<file path="config.mk">
export PLATFORM = sky130hd
export DESIGN_NAME = neoIoTop
export DESIGN_NICKNAME = d
export VERILOG_FILES = /design/src/neoBusPkg.sv /design/src/neoIoPkg.sv /design/src/cabOutputs.sv /design/src/ioDecode.sv /design/src/joyPort.sv /design/src/neoIoTop.sv
export VERILOG_INCLUDE_DIRS = /design/src
export SDC_FILE = /design/constraint.sdc
export NUM_CORES = 1
export LEC_CHECK = 0
export ABC_AREA = 1
export BUFFER_PORTS_ARGS = -buffer_cell sky130_fd_sc_hd__buf_2
export CAP_MARGIN = 10
export CELL_PAD_IN_SITES_DETAIL_PLACEMENT = 1
export CELL_PAD_IN_SITES_GLOBAL_PLACEMENT = 2
export CORE_AREA = 10 10 127 129
export DETAILED_ROUTE_END_ITERATION = 10
export DIE_AREA = 0 0 137 139
export HOLD_SLACK_MARGIN = 0.02
export PLACE_DENSITY_LB_ADDON = 0.1
export SYNTH_ARGS = -nofsm -noshare
export SYNTH_HDL_FRONTEND = slang
export SYNTH_SLANG_ARGS = --single-unit
</file>
<file path="constraint.sdc">
create_clock -name mclk -period 1.9 [get_ports mclk]
set_clock_uncertainty 0.05 [all_clocks]
set_input_delay 0.285 -clock mclk [delete_from_list [all_inputs] [get_ports mclk]]
set_output_delay 0.285 -clock mclk [all_outputs]
set_load 0.01 [all_outputs]
</file>
<file path="src/neo_consts.svh">
`ifndef NEO_CONSTS_SVH
`define NEO_CONSTS_SVH

// APB bus geometry
`define NEO_ADDR_W 8
`define NEO_DATA_W 16

// Register byte offsets
`define REG_CTRL1    8'h00
`define REG_CTRL2    8'h04
`define REG_STATUSB  8'h08
`define REG_DIP      8'h0C
`define REG_LEDDATA  8'h10
`define REG_LEDLATCH 8'h14
`define REG_CABCTRL  8'h18

// Field widths
`define JOY_W        10 // Active low directions and buttons
`define STATUS_W     8
`define DIP_W        8
`define LED_W        9
`define PLAYER_OUT_W 3

// Coin counter pulse, in mclk cycles
`define COUNTER_PULSE 8

`endif

</file>
<file path="src/neoBusPkg.sv">
`include "neo_consts.svh"

package neoBusPkg;

	// Master side of the APB link
	typedef struct packed
	{
		logic psel;
		logic penable;
		logic pwrite;
		logic [`NEO_ADDR_W-1:0] paddr;
		logic [`NEO_DATA_W-1:0] pwdata;
	} apbReq;

	// Slave side
	typedef struct packed
	{
		logic [`NEO_DATA_W-1:0] prdata;
		logic pready;
		logic pslverr;
	} apbRsp;

	// One opcode per mapped register
	typedef enum logic [2:0]
	{
		opNone,     // Unmapped address
		opCtrl1,    // P1 joypad in, P1 outputs
		opCtrl2,    // P2 joypad in, P2 outputs
		opStatusB,  // Read only
		opDip,      // Read only
		opLedData,
		opLedLatch,
		opCabCtrl   // Lockouts and coin counters
	} regOp;

endpackage

</file>
<file path="src/neoIoPkg.sv">
`include "neo_consts.svh"

package neoIoPkg;

	// Synchronized input pins, as seen by the register file
	typedef struct packed
	{
		logic [`JOY_W-1:0] p1;         // Player 1 joypad
		logic [`JOY_W-1:0] p2;         // Player 2 joypad
		logic [`STATUS_W-1:0] statusB; // Start/select, card detect
		logic [`DIP_W-1:0] dip;        // Cabinet DIP switches
	} joySample;

	// Coin counter pulse machine
	typedef enum logic
	{
		cntIdle,
		cntPulse
	} cntState;

endpackage

</file>
<file path="src/cabOutputs.sv">
`timescale 1ns/1ps
`include "neo_consts.svh"

module cabOutputs
(
	input logic mclk,
	input logic rstN,
	input logic wrEn,
	input neoBusPkg::regOp wrOp,
	input logic [`NEO_DATA_W-1:0] wrData,
	output logic [`LED_W-1:0] ledOut1,
	output logic [`LED_W-1:0] ledOut2,
	output logic [`PLAYER_OUT_W-1:0] p1Out,
	output logic [`PLAYER_OUT_W-1:0] p2Out,
	output logic counter1,
	output logic counter2,
	output logic lockout1,
	output logic lockout2,
	output logic [3:0] cabState,
	output logic [2*`PLAYER_OUT_W-1:0] pOutState
);

	localparam int CntW = $clog2(`COUNTER_PULSE) + 1;

	logic [`LED_W-1:0] ledData;
	logic [1:0] cntStart;
	neoIoPkg::cntState cntSt [2];
	logic [CntW-1:0] cntLeft [2];

	// LED, player output and lockout registers
	always_ff @(posedge mclk or negedge rstN)
	begin
		if (!rstN)
		begin
			ledData <= '0;
			ledOut1 <= '0;
			ledOut2 <= '0;
			p1Out <= '0;
			p2Out <= '0;
			lockout1 <= 1'b0;
			lockout2 <= 1'b0;
		end
		else if (wrEn)
		begin
			case (wrOp)
				neoBusPkg::opCtrl1: p1Out <= wrData[`PLAYER_OUT_W-1:0];
				neoBusPkg::opCtrl2: p2Out <= wrData[`PLAYER_OUT_W-1:0];
				neoBusPkg::opLedData: ledData <= wrData[`LED_W-1:0];
				neoBusPkg::opLedLatch:
				begin
					if (wrData[0])
						ledOut1 <= ledData;
					if (wrData[1])
						ledOut2 <= ledData;
				end
				neoBusPkg::opCabCtrl:
				begin
					lockout1 <= wrData[0];
					lockout2 <= wrData[1];
				end
				default: ;
			endcase
		end
	end

	// Counter kick bits in CABCTRL
	assign cntStart[0] = wrEn && (wrOp == neoBusPkg::opCabCtrl) && wrData[2];
	assign cntStart[1] = wrEn && (wrOp == neoBusPkg::opCabCtrl) && wrData[3];

	// One pulse machine per coin counter
	for (genvar i = 0; i < 2; i++)
	begin : gCounter
		always_ff @(posedge mclk or negedge rstN)
		begin
			if (!rstN)
			begin
				cntSt[i] <= neoIoPkg::cntIdle;
				cntLeft[i] <= '0;
			end
			else
			begin
				case (cntSt[i])
					neoIoPkg::cntIdle:
					begin
						if (cntStart[i])
						begin
							cntSt[i] <= neoIoPkg::cntPulse;
							cntLeft[i] <= CntW'(`COUNTER_PULSE - 1);
						end
					end
					neoIoPkg::cntPulse:
					begin
						// Kicks while busy are dropped
						if (cntLeft[i] == '0)
							cntSt[i] <= neoIoPkg::cntIdle;
						else
							cntLeft[i] <= cntLeft[i] - 1'b1;
					end
				endcase
			end
		end
	end

	assign counter1 = (cntSt[0] == neoIoPkg::cntPulse);
	assign counter2 = (cntSt[1] == neoIoPkg::cntPulse);

	// Readback to the decoder
	assign cabState = {counter2, counter1, lockout2, lockout1};
	assign pOutState = {p2Out, p1Out};

endmodule

</file>
<file path="src/ioDecode.sv">
`timescale 1ns/1ps
`include "neo_consts.svh"

module ioDecode
(
	input logic mclk,
	input logic rstN,
	input neoBusPkg::apbReq apbIn,
	output neoBusPkg::apbRsp apbOut,
	input neoIoPkg::joySample sample,
	input logic [3:0] cabState,                   // {counter2, counter1, lockout2, lockout1}
	input logic [2*`PLAYER_OUT_W-1:0] pOutState,  // {p2Out, p1Out}
	output logic wrEn,
	output neoBusPkg::regOp wrOp,
	output logic [`NEO_DATA_W-1:0] wrData
);

	neoBusPkg::regOp op;
	logic readOnly;
	logic badAccess;
	logic accessPhase;
	logic setupDone;
	logic [`NEO_DATA_W-1:0] rdData;

	// Address map
	always_comb
	begin
		case (apbIn.paddr)
			`REG_CTRL1: op = neoBusPkg::opCtrl1;
			`REG_CTRL2: op = neoBusPkg::opCtrl2;
			`REG_STATUSB: op = neoBusPkg::opStatusB;
			`REG_DIP: op = neoBusPkg::opDip;
			`REG_LEDDATA: op = neoBusPkg::opLedData;
			`REG_LEDLATCH: op = neoBusPkg::opLedLatch;
			`REG_CABCTRL: op = neoBusPkg::opCabCtrl;
			default: op = neoBusPkg::opNone;
		endcase
	end

	assign readOnly = (op == neoBusPkg::opStatusB) || (op == neoBusPkg::opDip);
	assign badAccess = (op == neoBusPkg::opNone) || (apbIn.pwrite && readOnly);

	// Tracks that a setup phase came just before this access
	always_ff @(posedge mclk or negedge rstN)
	begin
		if (!rstN)
			setupDone <= 1'b0;
		else
			setupDone <= apbIn.psel && !apbIn.penable;
	end

	assign accessPhase = apbIn.psel && apbIn.penable;

	// Write lands on the edge that ends the access
	assign wrEn = accessPhase && setupDone && apbIn.pwrite && !badAccess;
	assign wrOp = op;
	assign wrData = apbIn.pwdata;

	// Read mux
	always_comb
	begin
		rdData = '0;
		case (op)
			neoBusPkg::opCtrl1:
			begin
				rdData[`JOY_W-1:0] = sample.p1;
				rdData[`JOY_W +: `PLAYER_OUT_W] = pOutState[0 +: `PLAYER_OUT_W];
			end
			neoBusPkg::opCtrl2:
			begin
				rdData[`JOY_W-1:0] = sample.p2;
				rdData[`JOY_W +: `PLAYER_OUT_W] = pOutState[`PLAYER_OUT_W +: `PLAYER_OUT_W];
			end
			neoBusPkg::opStatusB:
				rdData[`STATUS_W-1:0] = sample.statusB;
			neoBusPkg::opDip:
				rdData[`DIP_W-1:0] = sample.dip;
			neoBusPkg::opCabCtrl:
				rdData[3:0] = cabState; // Lockouts and counter busy flags
			default:
				rdData = '0; // LED registers and unmapped read as zero
		endcase
	end

	assign apbOut.prdata = rdData;
	assign apbOut.pready = 1'b1; // Zero wait states
	assign apbOut.pslverr = accessPhase && badAccess;

endmodule

</file>
<file path="src/joyPort.sv">
`timescale 1ns/1ps
`include "neo_consts.svh"

module joyPort
(
	input logic mclk,
	input logic rstN,
	input logic [`JOY_W-1:0] p1In,
	input logic [`JOY_W-1:0] p2In,
	input logic [`STATUS_W-1:0] statusIn,
	input logic [`DIP_W-1:0] dipSw,
	output neoIoPkg::joySample sample
);

	neoIoPkg::joySample rawPins;
	neoIoPkg::joySample meta;    // First stage, may go metastable
	neoIoPkg::joySample stable;  // Second stage

	// Raw pins in sample order
	assign rawPins.p1 = p1In;
	assign rawPins.p2 = p2In;
	assign rawPins.statusB = statusIn;
	assign rawPins.dip = dipSw;

	// Reset to the idle high level of the pins
	always_ff @(posedge mclk or negedge rstN)
	begin
		if (!rstN)
		begin
			meta <= '1;
			stable <= '1;
		end
		else
		begin
			meta <= rawPins;
			stable <= meta;
		end
	end

	assign sample = stable; // Two edges from pin to register file

endmodule

</file>
<file path="src/neoIoTop.sv">
`timescale 1ns/1ps
`include "neo_consts.svh"

module neoIoTop
(
	input logic mclk,
	input logic rstN,
	input neoBusPkg::apbReq apbIn,
	output neoBusPkg::apbRsp apbOut,
	input logic [`JOY_W-1:0] p1In,
	input logic [`JOY_W-1:0] p2In,
	input logic [`STATUS_W-1:0] statusIn,
	input logic [`DIP_W-1:0] dipSw,
	output logic [`LED_W-1:0] ledOut1,
	output logic [`LED_W-1:0] ledOut2,
	output logic [`PLAYER_OUT_W-1:0] p1Out,
	output logic [`PLAYER_OUT_W-1:0] p2Out,
	output logic counter1,
	output logic counter2,
	output logic lockout1,
	output logic lockout2
);

	neoIoPkg::joySample sample;
	logic wrEn;
	neoBusPkg::regOp wrOp;
	logic [`NEO_DATA_W-1:0] wrData;
	logic [3:0] cabState;
	logic [2*`PLAYER_OUT_W-1:0] pOutState;

	// Joypad, status and DIP inputs
	joyPort joy0
	(
		.mclk(mclk),
		.rstN(rstN),
		.p1In(p1In),
		.p2In(p2In),
		.statusIn(statusIn),
		.dipSw(dipSw),
		.sample(sample)
	);

	ioDecode dec0
	(
		.mclk(mclk),
		.rstN(rstN),
		.apbIn(apbIn),
		.apbOut(apbOut),
		.sample(sample),
		.cabState(cabState),
		.pOutState(pOutState),
		.wrEn(wrEn),
		.wrOp(wrOp),
		.wrData(wrData)
	);

	// LEDs, player outputs, lockouts, coin counters
	cabOutputs cab0
	(
		.mclk(mclk),
		.rstN(rstN),
		.wrEn(wrEn),
		.wrOp(wrOp),
		.wrData(wrData),
		.ledOut1(ledOut1),
		.ledOut2(ledOut2),
		.p1Out(p1Out),
		.p2Out(p2Out),
		.counter1(counter1),
		.counter2(counter2),
		.lockout1(lockout1),
		.lockout2(lockout2),
		.cabState(cabState),
		.pOutState(pOutState)
	);

endmodule

</file>
# --- Word-level counts from Yosys, hierarchy flattened ---
# Index checks and enable logic that the tools add are counted.
op_classes:
  eq_ne: 17
  n_reduce_logical: 26
  n_mux: 16
  n_addsub: 2
  bitwise_logic: 2
ops:
  columns: ["cell", "n"]
  rows:
  - ["8-bit by 5-bit == test with 1-bit output (second input constant)", 3]
  - ["3-bit case mux with 7 select lines", 1]
  - ["4-bit case mux with 5 select lines", 1]
  - ["8-bit by 4-bit == test with 1-bit output (second input constant)", 2]
  - ["4-bit two-way mux", 4]
  - ["4-bit case mux with 2 select lines", 2]
  - ["4-bit case mux with 4 select lines", 1]
  - ["3-bit == test (second input constant)", 4]
  - ["2-bit AND reduction", 6]
  - ["1-bit logical AND", 10]
  - ["5-bit case mux with 2 select lines", 1]
  - ["8-bit by 3-bit == test with 1-bit output (second input constant)", 1]
  - ["4-bit logical NOT", 2]
  - ["8-bit logical NOT", 1]
  - ["4-bit by 1-bit subtractor with 4-bit output (second input constant)", 2]
  - ["3-bit by 2-bit == test with 1-bit output (second input constant)", 2]
  - ["3-bit AND reduction", 2]
  - ["1-bit two-way mux", 4]
  - ["2-bit by 1-bit inequality test with 1-bit output (second input constant)", 2]
  - ["2-bit inequality test (second input constant)", 2]
  - ["1-bit case mux with 2 select lines", 2]
  - ["3-bit by 1-bit == test with 1-bit output (second input constant)", 1]
  - ["3-bit logical NOT", 1]
  - ["1-bit logical NOT", 2]
  - ["2 further kinds", 4]
word_totals:
  in_bits: 65
  regBits: 118

# --- Longest topological paths before layout ---
# Gate-level depths: netlist of the first run.
logic_depth:
  depth_word: 12
  mapped_depth: 12
  ltp_nobuf: 12

# --- By module ---
# Synthesis of the first run repeated with hierarchy kept, for this count alone.
hier_totals:
  hier_cells: 437
  hier_area_um2: 4859.7
by_module_without_submodules:
  columns: ["module", "cells_per_inst", "area_each_um2", "seq_area_each_um2", "n_inst"]
  rows:
  - ["cabOutputs", 225, 2100.8, 1126.1, 1]
  - ["joyPort", 72, 1891.8, 1891.8, 1]
  - ["ioDecode", 140, 867.1, 25.0, 1]

# --- Worst setup path before layout of the first run ---
# Ideal clock, no wire load.
synth_timing:
  kind: "input-to-output"
  start: "input port apbIn[18] in the netlist's numbering"
  end: "output port apbOut[3] in the netlist's numbering"
  cell_stages: 8
  arrival_time_ns: 1.495
  path_buffers: 0
  path_slack_ns: 0.070
  required_ns: 1.565
  path_cell_list: "inv_1 -> nor4_1 -> nand3_1 -> clkinv_1 -> nand2_1 -> o21ai_0 -> inv_1 -> nand4_1"
synth_lines:
  columns: ["element", "line", "rtl"]
  rows:
  - ["from (decl)", "neoIoTop.sv:8", "input neoBusPkg::apbReq apbIn,"]
  - ["to (decl)", "neoIoTop.sv:9", "output neoBusPkg::apbRsp apbOut,"]

==> metrics.yaml, run 1 <==
run_status:
  outcome: "complete, no violations"
sta:
  fin_crit_sh: 0.994
  slew_violations: 0
  period_minus_slack_ps: 1890
  finalSetupViolations: 0
  final_hold_viol_count: 0
  fmax_mhz: 529
  fin_ws_ps: 10.5
  rsz0062_at_grt: "true"
  hold_slack_ps: 35.8
layout:
  layout_commonest_cell: "nand2_1"
  final_cell_area_um2: 6670
  final_nets: 657
  multi_input_area_um2: 1320
  layout_common_cells: "102 x nand2_1, 94 x buf_2, 72 x dfstp_2, 46 x dfrtp_1, 40 x dlygate4sd3_1"
  regArea_um2: 3040
  area_growth_syn_to_layout_pct: 51.3
  finalNonFillerCells: 781
  num-fill-cells: 1497
  drive_above_1_share: 0.484
  utilization: 0.488
  n_antenna_cell: 0
clock_network:
  cts_buffers: 17
  clockRootBuffer: "clkbuf_16"
  cts.sinks: 118
  ctsHtreeMaxLevel: 4
  clk_transition_reported_paths_ps: 60
  clockBufferDepth: 2
  cts_tree: "yes"
  clk_latency_ps: 410
grt:
  grt_pass1_vias: 3887
  antenna_found_initial: 2
  grt_max_degree: 82
  grt_use_met1: 0.140
  met2_usage: 0.211
  grt_overflow: 0
  grtUsageTotal: 0.129
  busiest_layer: "met2"
  grt_use_met3: 0.0583
  grt_pass1_wl_um: 19200
power_and_ir_drop:
  p_sw_frac: 0.199
  seqPwrFrac: 0.416
  comb_power_share: 0.043
  max-vdd-ir-drop_mv: 0.824
  power_switching_mw: 1.28
  p_int_mw: 5.16
  leakagePower_nw: 3.21
  power_density_nw_per_um2: 965
  power.share.clock: 0.541
setup_path:
  crit_arrival_ps: 1550
  end_kind: "output pin"
  critPathRequiredTime_ps: 1560
  crit_type: "in -> out"
  path_max_fanout: 5
  startpoint_type: "primary input"
  reg2reg_depth: 6
floorplan:
  rows: 43
  initial_utilization: 0.322
  fp.dieW_um: 137
  io_pins: 111
  die_h_um: 139
  dieArea_um2: 19000
  core_area_um2: 13700
min_path:
  hold_depth: 3
  hp-class: "in -> reg"
placed_design:
  portBuffers: 99
  placed_area_um2: 5350
  hpwlAfterDp_um: 8200
  dp_cells: 703
  place_ws_ps: -121
  gp_congestion: 0.749
synthesis:
  avgSynthCellArea_um2: 11.1
  synth_edf_count: 0
  netlist_area_um2: 4410
  synth_cells: 398
  synth_seq_area_share: 0.691
  yosysUniqueCellTypes: 31
  synth_ff_type: "dfstp_2"
  async_flop_share: 1.00
  synth_seq_cells: 118
  yosys_warnings: 0
detailed_routing:
  post_drt_wl_per_cell_um: 14.9
  ant_nets: 0
  vias: 3386
  drtPass1Iterations: 4
  wl_um: 11600
  routed_via_density: 4.34
  post-route-drc-count: 0
  dr.first_iter.drc_count: 112
job:
  max_cap_violations: 0
power by group through the flow:
stage | Clock (mW) | Combinational (mW) | Sequential, mW
after floorplan | 0 | 0.0388 | 2.71
after detailed placement | 0 | 0.186 | 2.72
after global placement | 0 | 0.181 | 2.71
after CTS | 3.58 | 0.258 | 2.68
after global routing | 3.71 | 0.312 | 2.69
final | 3.48 | 0.279 | 2.68
kinds of logic (layout without fill, tap and decap cells):
group,Yosys count,after routing,synth area share
buffers and inverters,50,251,0.0480
xor gates and xnor gates,2,2,0.00398
other,2,4,0.00170
and+or+nand+nor,171,171,0.182
adders and majority gates,4,4,0.0114
DFF,118,118,0.691
AOI/OAI and AO/OA,51,51,0.0625
final cells by class:
cell class | instances | share of cell area
flip-flops and latches | 118 | 0.456
multi-input cells | 232 | 0.198
repair buffers | 177 | 0.187
well taps | 180 | 0.0338
clock inverters | 9 | 0.0203
inverters | 42 | 0.0248
clock buffers | 23 | 0.0796
worst paths after layout:
kind | start | to | slack (ps)
setup / recovery | apbIn[17] | apbOut[8] | 10
min in group asynchronous | rstN | cab0.ledOut2[4] | 380
hold / removal | apbIn[6] | cab0.ledData[6] | 40
hold reg to reg | joy0.meta[3] | joy0.sample[3] | 300
setup reg to reg | cab0.cntLeft[0] | cab0.cntLeft[3] | 410
max in group asynchronous | rstN | joy0.sample[11] | 970
Yosys cell counts (2+ instances only):
master / instances / share of area
o22ai_1: 3 / 0.0043
inv_1: 41 / 0.035
nand4_1: 8 / 0.011
nor2_2: 3 / 0.0043
nand3_1: 19 / 0.022
nand3_2: 2 / 0.0045
o21ai_0: 38 / 0.043
conb_1: 2 / 0.0017
ha_1: 4 / 0.011
clkbuf_1: 2 / 0.0017
xor2_1: 2 / 0.0040
nand2_2: 4 / 0.0057
buf_4: 4 / 0.0068
a21oi_1: 4 / 0.0045
nor2_1: 12 / 0.010
dfrtp_1: 46 / 0.26
a31oi_1: 2 / 0.0028
nand2_1: 113 / 0.096
nor2_4: 5 / 0.013
a22o_1: 2 / 0.0040
dfstp_2: 72 / 0.43
layer usage:
metal / share of wire / up-vias
li1: - / 1648
met1: 0.40 / 1631
met2: 0.51 / 83
met3: 0.076 / 20
met4: 0.018 / 4
met5: 0.0027 / -
sequential cells by signal, summed over array words and instances (netlist names), 3 cells and up:
register and flops:
cab0.ledData 9, cab0.cntLeft 8, joy0.sample 36, joy0.meta 36
cab0.p1Out 3, cab0.p2Out 3, cab0.ledOut1 9, cab0.ledOut2 9
worst max-delay path, stage by stage:
cell     delay (ps)
buf_8           100
nor2_4          170
nand2_2         100
nor2_4          140
nand2_2          90
nand2_4         130
inv_4            50
buf_4           140
nand3_1          60
nand4_1         110
buf_2           170
through the flow:
step           total power, mW  TNS (ps)
2_1_floorplan             2.75         0
3_3_place_gp              2.89      -865
3_5_place_dp              2.90      -946
4_1_cts                   6.52     -6.93
5_1_grt                   6.71      -569
6_report                  6.44         0
repair_timing:
item | 4_1_cts | 5_1_grt
hold buffers | 40 | 0
endpoints found under the hold margin | 85 | 0
setup buffers | 4 | 2
setup endpoints to repair | 12 | 12
gates resized for setup | 17 | 46
pin swaps | 10 | 18
(Power assumes the default switching activity.)
==> run 2: changes to the inputs <==
--- a/config.mk
+++ b/config.mk
@@ -16,6 +16,7 @@
 export DIE_AREA = 0 0 137 139
 export HOLD_SLACK_MARGIN = 0.02
 export PLACE_DENSITY_LB_ADDON = 0.1
+export SETUP_SLACK_MARGIN = 0.4
 export SYNTH_ARGS = -nofsm -noshare
 export SYNTH_HDL_FRONTEND = slang
 export SYNTH_SLANG_ARGS = --single-unit
==> run 2 against run 1 <==
  * Via count rose by 0.71%
  * Clock power shrank 11%
  * Sequential cell count unchanged
  * Power shrank 6.0%
  * Die area unchanged
  * First-iteration DRC count decreased by 27%
  * Non-clock buffer count is 7 higher
  * Cell area up 0.84%
  * Largest power group unchanged
  * Maximum frequency is 0.42% higher
  * Core utilization rose by 0.41 points
  * Register-to-register slack got worse by 80 ps
  * Combinational power grew 3%
  * Highest routed layer unchanged
==> metrics.yaml, run 2 (synthesis results as in run 1) <==
setup_path:
  r2r_start: "dec0.setupDone"
  reg2reg_depth: 8  # +2
  critPathRequiredTime_ps: 1560  # about the same
  startpoint_type: "primary input"
  path_max_fanout: 5  # unchanged
  r2r_slack_ps: 330  # -80 ps
  crit_arrival_ps: 1550  # about the same
  end_kind: "output pin"
  crit_type: "in -> out"
  rr_endpoint: "cab0.ledOut1[8]"
power_and_ir_drop:
  seqPwrFrac: 0.443  # +0.027
  leakagePower_nw: 3.22  # +0.61%
  p_int_mw: 4.67  # -9.5%
  p_sw_frac: 0.229  # +0.0299
  power_switching_mw: 1.38  # +8.1%
  power_density_nw_per_um2: 900  # -6.8%
  power.share.clock: 0.510  # -0.031
  max-vdd-ir-drop_mv: 0.607  # -26%
  comb_power_share: 0.048  # +0.005
min_path:
  hold_depth: 3  # unchanged
  min-delay-start: "apbIn[8]"
  hp-class: "in -> reg"
  worstHoldEndpoint: "cab0.ledData[8]"
sta:
  worst_pin_slew_ps: 529
  hold_slack_ps: 43.5  # +7.73 ps
  slew_violations: 0  # unchanged
  period_minus_slack_ps: 1880  # -7.96 ps
  fin_ws_ps: 18.5  # +7.96 ps
  fmax_mhz: 531  # +0.42%
  fin_crit_sh: 0.990  # -0.00419
  final_hold_viol_count: 0  # unchanged
  slew_headroom: 0.647
  finalSetupViolations: 0  # unchanged
  rsz0062_at_grt: "true"
layout:
  drive_above_1_share: 0.497  # +0.0125
  area_growth_syn_to_layout_pct: 52.6
  num-fill-cells: 1489  # -0.53%
  n_antenna_cell: 0  # unchanged
  final_cell_area_um2: 6720  # +0.84%
  multi_input_area_um2: 1340  # +1.6%
  utilization: 0.492  # +0.00412
  final_nets: 666  # +1.4%
  layout_common_cells: "104 x nand2_1, 91 x buf_2, 72 x dfstp_2, 46 x dfrtp_1"
  layout_commonest_cell: "nand2_1"
  regArea_um2: 3040  # unchanged
clock_network:
  cts.sinks: 118  # unchanged
  clockRootBuffer: "clkbuf_16"
  cts_tree: "yes"
  cts_buffers: 17  # unchanged
  clk_transition_reported_paths_ps: 60  # about the same
  clk_latency_ps: 420  # about the same
  clockBufferDepth: 2  # unchanged
  ctsHtreeMaxLevel: 4  # unchanged
placed_design:
  gp_congestion: 0.773  # +3.2%
  hpwlAfterDp_um: 8480  # +3.4%
  portBuffers: 99  # unchanged
  placed_area_um2: 5380  # +0.61%
  place_ws_ps: -93.3  # +27.4 ps
detailed_routing:
  drtPass1Iterations: 4  # unchanged
  dr.first_iter.drc_count: 82  # -27%
  routed_via_density: 4.32  # -0.44%
  post-route-drc-count: 0  # unchanged
  post_drt_wl_per_cell_um: 15.4  # +3.6%
  ant_nets: 0  # unchanged
  vias: 3410  # +0.71%
  wl_um: 12200  # +4.8%
grt:
  grt_overflow: 0  # unchanged
  grt_pass1_wl_um: 19800  # +3.4%
  grt_pass1_vias: 3793  # -2.4%
  grt_max_degree: 40  # -51%
  grtUsageTotal: 0.134  # +0.00548
  antenna_found_initial: 1  # -1
floorplan:
  die_h_um: 139  # unchanged
  rows: 43  # unchanged
  dieArea_um2: 19000  # unchanged
  fp.dieW_um: 137  # unchanged
  initial_utilization: 0.322  # unchanged
  core_area_um2: 13700  # unchanged
  io_pins: 111  # unchanged
job:
  max_cap_violations: 0  # unchanged
run_status:
  outcome: "complete, no violations"
## run 2: worst max-delay path by stage
| stage | from | end |
|---|---|---|
| 5_1_grt | apbIn[23] | apbOut[4] |
| 2_1_floorplan | apbIn[19] | apbOut[0] |
| 6_report | apbIn[23] | apbOut[0] |
| 3_3_place_gp | apbIn[17] | apbOut[7] |
| 4_1_cts | apbIn[22] | apbOut[4] |
| 3_5_place_dp | apbIn[17] | cab0.ledOut2[7] |
## run 2: routing by layer
metal	vias up	global-route usage	share of wire
li1	1671	-	-
met1	1638	0.151	0.41
met2	81	0.220	0.50
met3	18	0.0536	0.065
met4	2	0.0566	0.018
met5	-	0	0.0011
## run 2: per-stage QoR
stage	cells	TNS [ps]	total power, mW
finish	790	0	6.05
global route	790	-551	6.31
CTS	784	0	6.14
detailed placement	701	-2230	2.92
global placement	701	-1310	2.91
floorplan	400	0	2.75
## run 2: power by group through the flow
stage,clock (mW),combinational [mW],sequential [mW]
after detailed placement,0,0.202,2.72
after global placement,0,0.198,2.71
after CTS,3.18,0.289,2.68
after floorplan,0,0.0423,2.71
after global routing,3.30,0.319,2.69
final,3.08,0.288,2.68
## run 2: timing repair
| item | 4_1_cts | 5_1_grt |
|---|---|---|
| gates cloned | 2 | 2 |
| pin swaps | 17 | 7 |
| gates resized for setup | 51 | 14 |
| setup buffers | 11 | 4 |
| endpoints found under the setup margin | 40 | 59 |
| hold buffers | 38 | 0 |
| hold endpoints to repair | 41 | 0 |
## run 2: cell type report
cell class | instances | share of cell area
flip-flops and latches | 118 | 0.453
repair buffers | 184 | 0.203
inverters | 42 | 0.0253
multi-input cells | 234 | 0.199
clock buffers | 18 | 0.0653
well taps | 180 | 0.0335
clock inverters | 14 | 0.0205
## run 2: critical path: stages
cell and delay (ps):
buf_6 90, nor2_4 190, nand3_2 120, nor2_4 210
nand4_4 170, a211oi_2 210, buf_4 140, buf_2 120
==> run 3: changes to the inputs <==
--- a/config.mk
+++ b/config.mk
@@ -16,7 +16,9 @@
 export DIE_AREA = 0 0 137 139
 export HOLD_SLACK_MARGIN = 0.02
 export PLACE_DENSITY_LB_ADDON = 0.1
+export REMOVE_ABC_BUFFERS = 1
 export SETUP_SLACK_MARGIN = 0.4
 export SYNTH_ARGS = -nofsm -noshare
 export SYNTH_HDL_FRONTEND = slang
 export SYNTH_SLANG_ARGS = --single-unit
+export TNS_END_PERCENT = 20
==> run 3 against run 2 <==
  * Register-to-register slack better by 20 ps
  * Count of clock-buffer cells in the layout unchanged
  * Maximum frequency about the same
  * Hold slack worse by 8.4 ps
  * Cell count down 0.76%
  * Clock power about the same
  * Wire length down 2.2%
  * Power up 0.41%
  * Sequential cell count unchanged
  * Critical endpoint is now apbOut[2]
  * Largest cell class unchanged
  * Largest power group unchanged
==> metrics.yaml, run 3 (synthesis results as in run 1) <==
grt:
  grtUsageTotal: 0.132  # -0.00267
  grt_overflow: 0  # unchanged
  grt_max_degree: 69  # +73%
  grt_pass1_vias: 3834  # +1.1%
  grt_pass1_wl_um: 19700  # -0.63%
  antenna_found_initial: 0  # -1
setup_path:
  end_kind: "output pin"
  critPathMaxStageDelay_ps: 270  # +60 ps
  critPathRequiredTime_ps: 1560  # about the same
  crit_type: "in -> out"
  r2r_start: "cab0.cntLeft[0]"
  cp_slowest_cell: "nor3_4"
  r2r_slack_ps: 350  # +20 ps
  path_max_fanout: 4  # -1
  startpoint: "apbIn[23]"
  startpoint_type: "primary input"
  path_cells: "buf_6 > nor2_4 > buf_6 > nand4_1 > nor3_4 > nand2_1 > nand2_1 > inv_1 > nand4_1 > buf_2"
  crit_arrival_ps: 1550  # about the same
detailed_routing:
  dr.first_iter.drc_count: 102  # +24%
  wl_um: 11900  # -2.2%
  wl_met1_um: 4920  # -1.6%
  route.met3.wl_um: 769  # -2.8%
  wl_met2_um: 6050  # -1.8%
  routed_via_density: 4.43  # +2.7%
  top_layer: "met4"
  vias: 3474  # +1.9%
  ant_nets: 0  # unchanged
  post_drt_wl_per_cell_um: 15.2  # -1.4%
  post-route-drc-count: 0  # unchanged
  drtPass1Iterations: 4  # unchanged
sta:
  finalSetupTns_ps: 0  # unchanged
  fmax_mhz: 532  # about the same
  fin_crit_sh: 0.990  # about the same
  finalSetupViolations: 0  # unchanged
  fin_ws_ps: 19.8  # +1.35 ps
  slew_violations: 0  # unchanged
  rsz0062_at_grt: "true"
  period_minus_slack_ps: 1880  # -1.35 ps
  final_hold_viol_count: 0  # unchanged
layout:
  finalNonFillerCells: 784  # -0.76%
  layout_common_cells: "100 x nand2_1, 91 x buf_2, 72 x dfstp_2, 46 x dfrtp_1, 39 x dlygate4sd3_1"
  regArea_um2: 3040  # unchanged
  n_antenna_cell: 0  # unchanged
  num-fill-cells: 1460  # -1.9%
  multi_input_area_um2: 1410  # +4.9%
  drive_above_1_share: 0.513  # +0.0165
  layout_commonest_cell: "nand2_1"
  area_growth_syn_to_layout_pct: 54.2
  final_nets: 660  # -0.90%
  utilization: 0.497  # +0.00494
min_path:
  min-delay-start: "apbIn[8]"
  hp-class: "in -> reg"
clock_network:
  clockBufferDepth: 2  # unchanged
  cts.sinks: 118  # unchanged
  ctsHtreeMaxLevel: 4  # unchanged
  clk_transition_reported_paths_ps: 60  # about the same
  clockRootBuffer: "clkbuf_16"
  clk_latency_ps: 410  # about the same
  cts_tree: "yes"
  cts_buffers: 17  # unchanged
run_status:
  outcome: "complete, no violations"
power_and_ir_drop:
  power_switching_mw: 1.33  # -3.7%
  seqPwrFrac: 0.441  # -0.002
  power.share.clock: 0.510  # about the same
  max-vdd-ir-drop_mv: 0.687  # +13%
  comb_power_share: 0.049  # about the same
  p_sw_frac: 0.219  # -0.00927
  p_int_mw: 4.74  # +1.6%
  power_density_nw_per_um2: 894  # -0.59%
  leakagePower_nw: 3.21  # -0.37%
placed_design:
  portBuffers: 99  # unchanged
  hpwlAfterDp_um: 8480  # about the same
  gp_congestion: 0.749  # -3.1%
  place_ws_ps: -203  # -110 ps
  dp_cells: 702  # +0.14%
job:
  max_cap_violations: 0  # unchanged
floorplan:
  die_h_um: 139  # unchanged
  fp.dieW_um: 137  # unchanged
  rows: 43  # unchanged
  core_area_um2: 13700  # unchanged
  initial_utilization: 0.322  # unchanged
  io_pins: 111  # unchanged
  dieArea_um2: 19000  # unchanged
==> run 3: cell types whose count changed in the layout (fill, tap and decap cells not counted), sizes merged <==
cell | before | now
bufinv | 1 | 2
buf | 145 | 141
clkinv | 5 | 7
inv | 49 | 43
nand3 | 23 | 22
bufbuf | 1 | 0
dlygate4sd3 | 38 | 39
nor2 | 21 | 20
clkinvlp | 1 | 4
==> run 3: final timing paths <==
path,to,depth (start not counted)
min,cab0.ledData[8],3
min reg2reg,joy0.sample[12],0
max in group asynchronous,joy0.sample[11],3
max reg2reg,cab0.cntLeft[3],6
max,apbOut[2],10
min in group asynchronous,cab0.ledData[4],3
==> run 3: per-stage QoR <==
step / area (um2) / hold slack, ps / total power [mW]
final: 6790 / 35.1 / 6.07
after global routing: 6790 / 26.2 / 6.34
after CTS: 6530 / 21.1 / 6.15
after detailed placement: 5340 / 249 / 2.91
after global placement: 5340 / 248 / 2.90
after floorplan: 4360 / -60.6 / 2.74
==> run 3: metal layers <==
layer  global-route usage  up-vias
met1                0.157     1714
li1                     -     1661
met5                    0        -
met2                0.211       83
met4               0.0533        0
met3               0.0460       16
==> run 3: layout make-up <==
type,count,share of cell area
timing repair buffer,180,0.201
clock buffer,18,0.0632
tap,180,0.0332
multi-input combinational,232,0.207
inverter,42,0.0252
clock inverter,14,0.0223
sequential,118,0.448
==> run 3: power by group through the flow <==
| stage | clock, mW | combinational, mW | sequential [mW] |
|---|---|---|---|
| after CTS | 3.19 | 0.277 | 2.68 |
| after global placement | 0 | 0.186 | 2.71 |
| after global routing | 3.32 | 0.328 | 2.69 |
| final | 3.10 | 0.295 | 2.68 |
| after floorplan | 0 | 0.0326 | 2.71 |
| after detailed placement | 0 | 0.191 | 2.72 |
==> run 3: repair_timing <==
item	in CTS	in global routing
gates resized for setup	52	70
setup buffers	4	6
hold endpoints to repair	84	0
endpoints found under the setup margin	22	59
cloned	1	0
pin swaps	24	45
hold buffers	39	0
==> run 3: worst max-delay path, delay by kind of cell <==
family                 cells  cell delay, ps
AND/OR/NAND/NOR            6             830
buffers and inverters      4             420
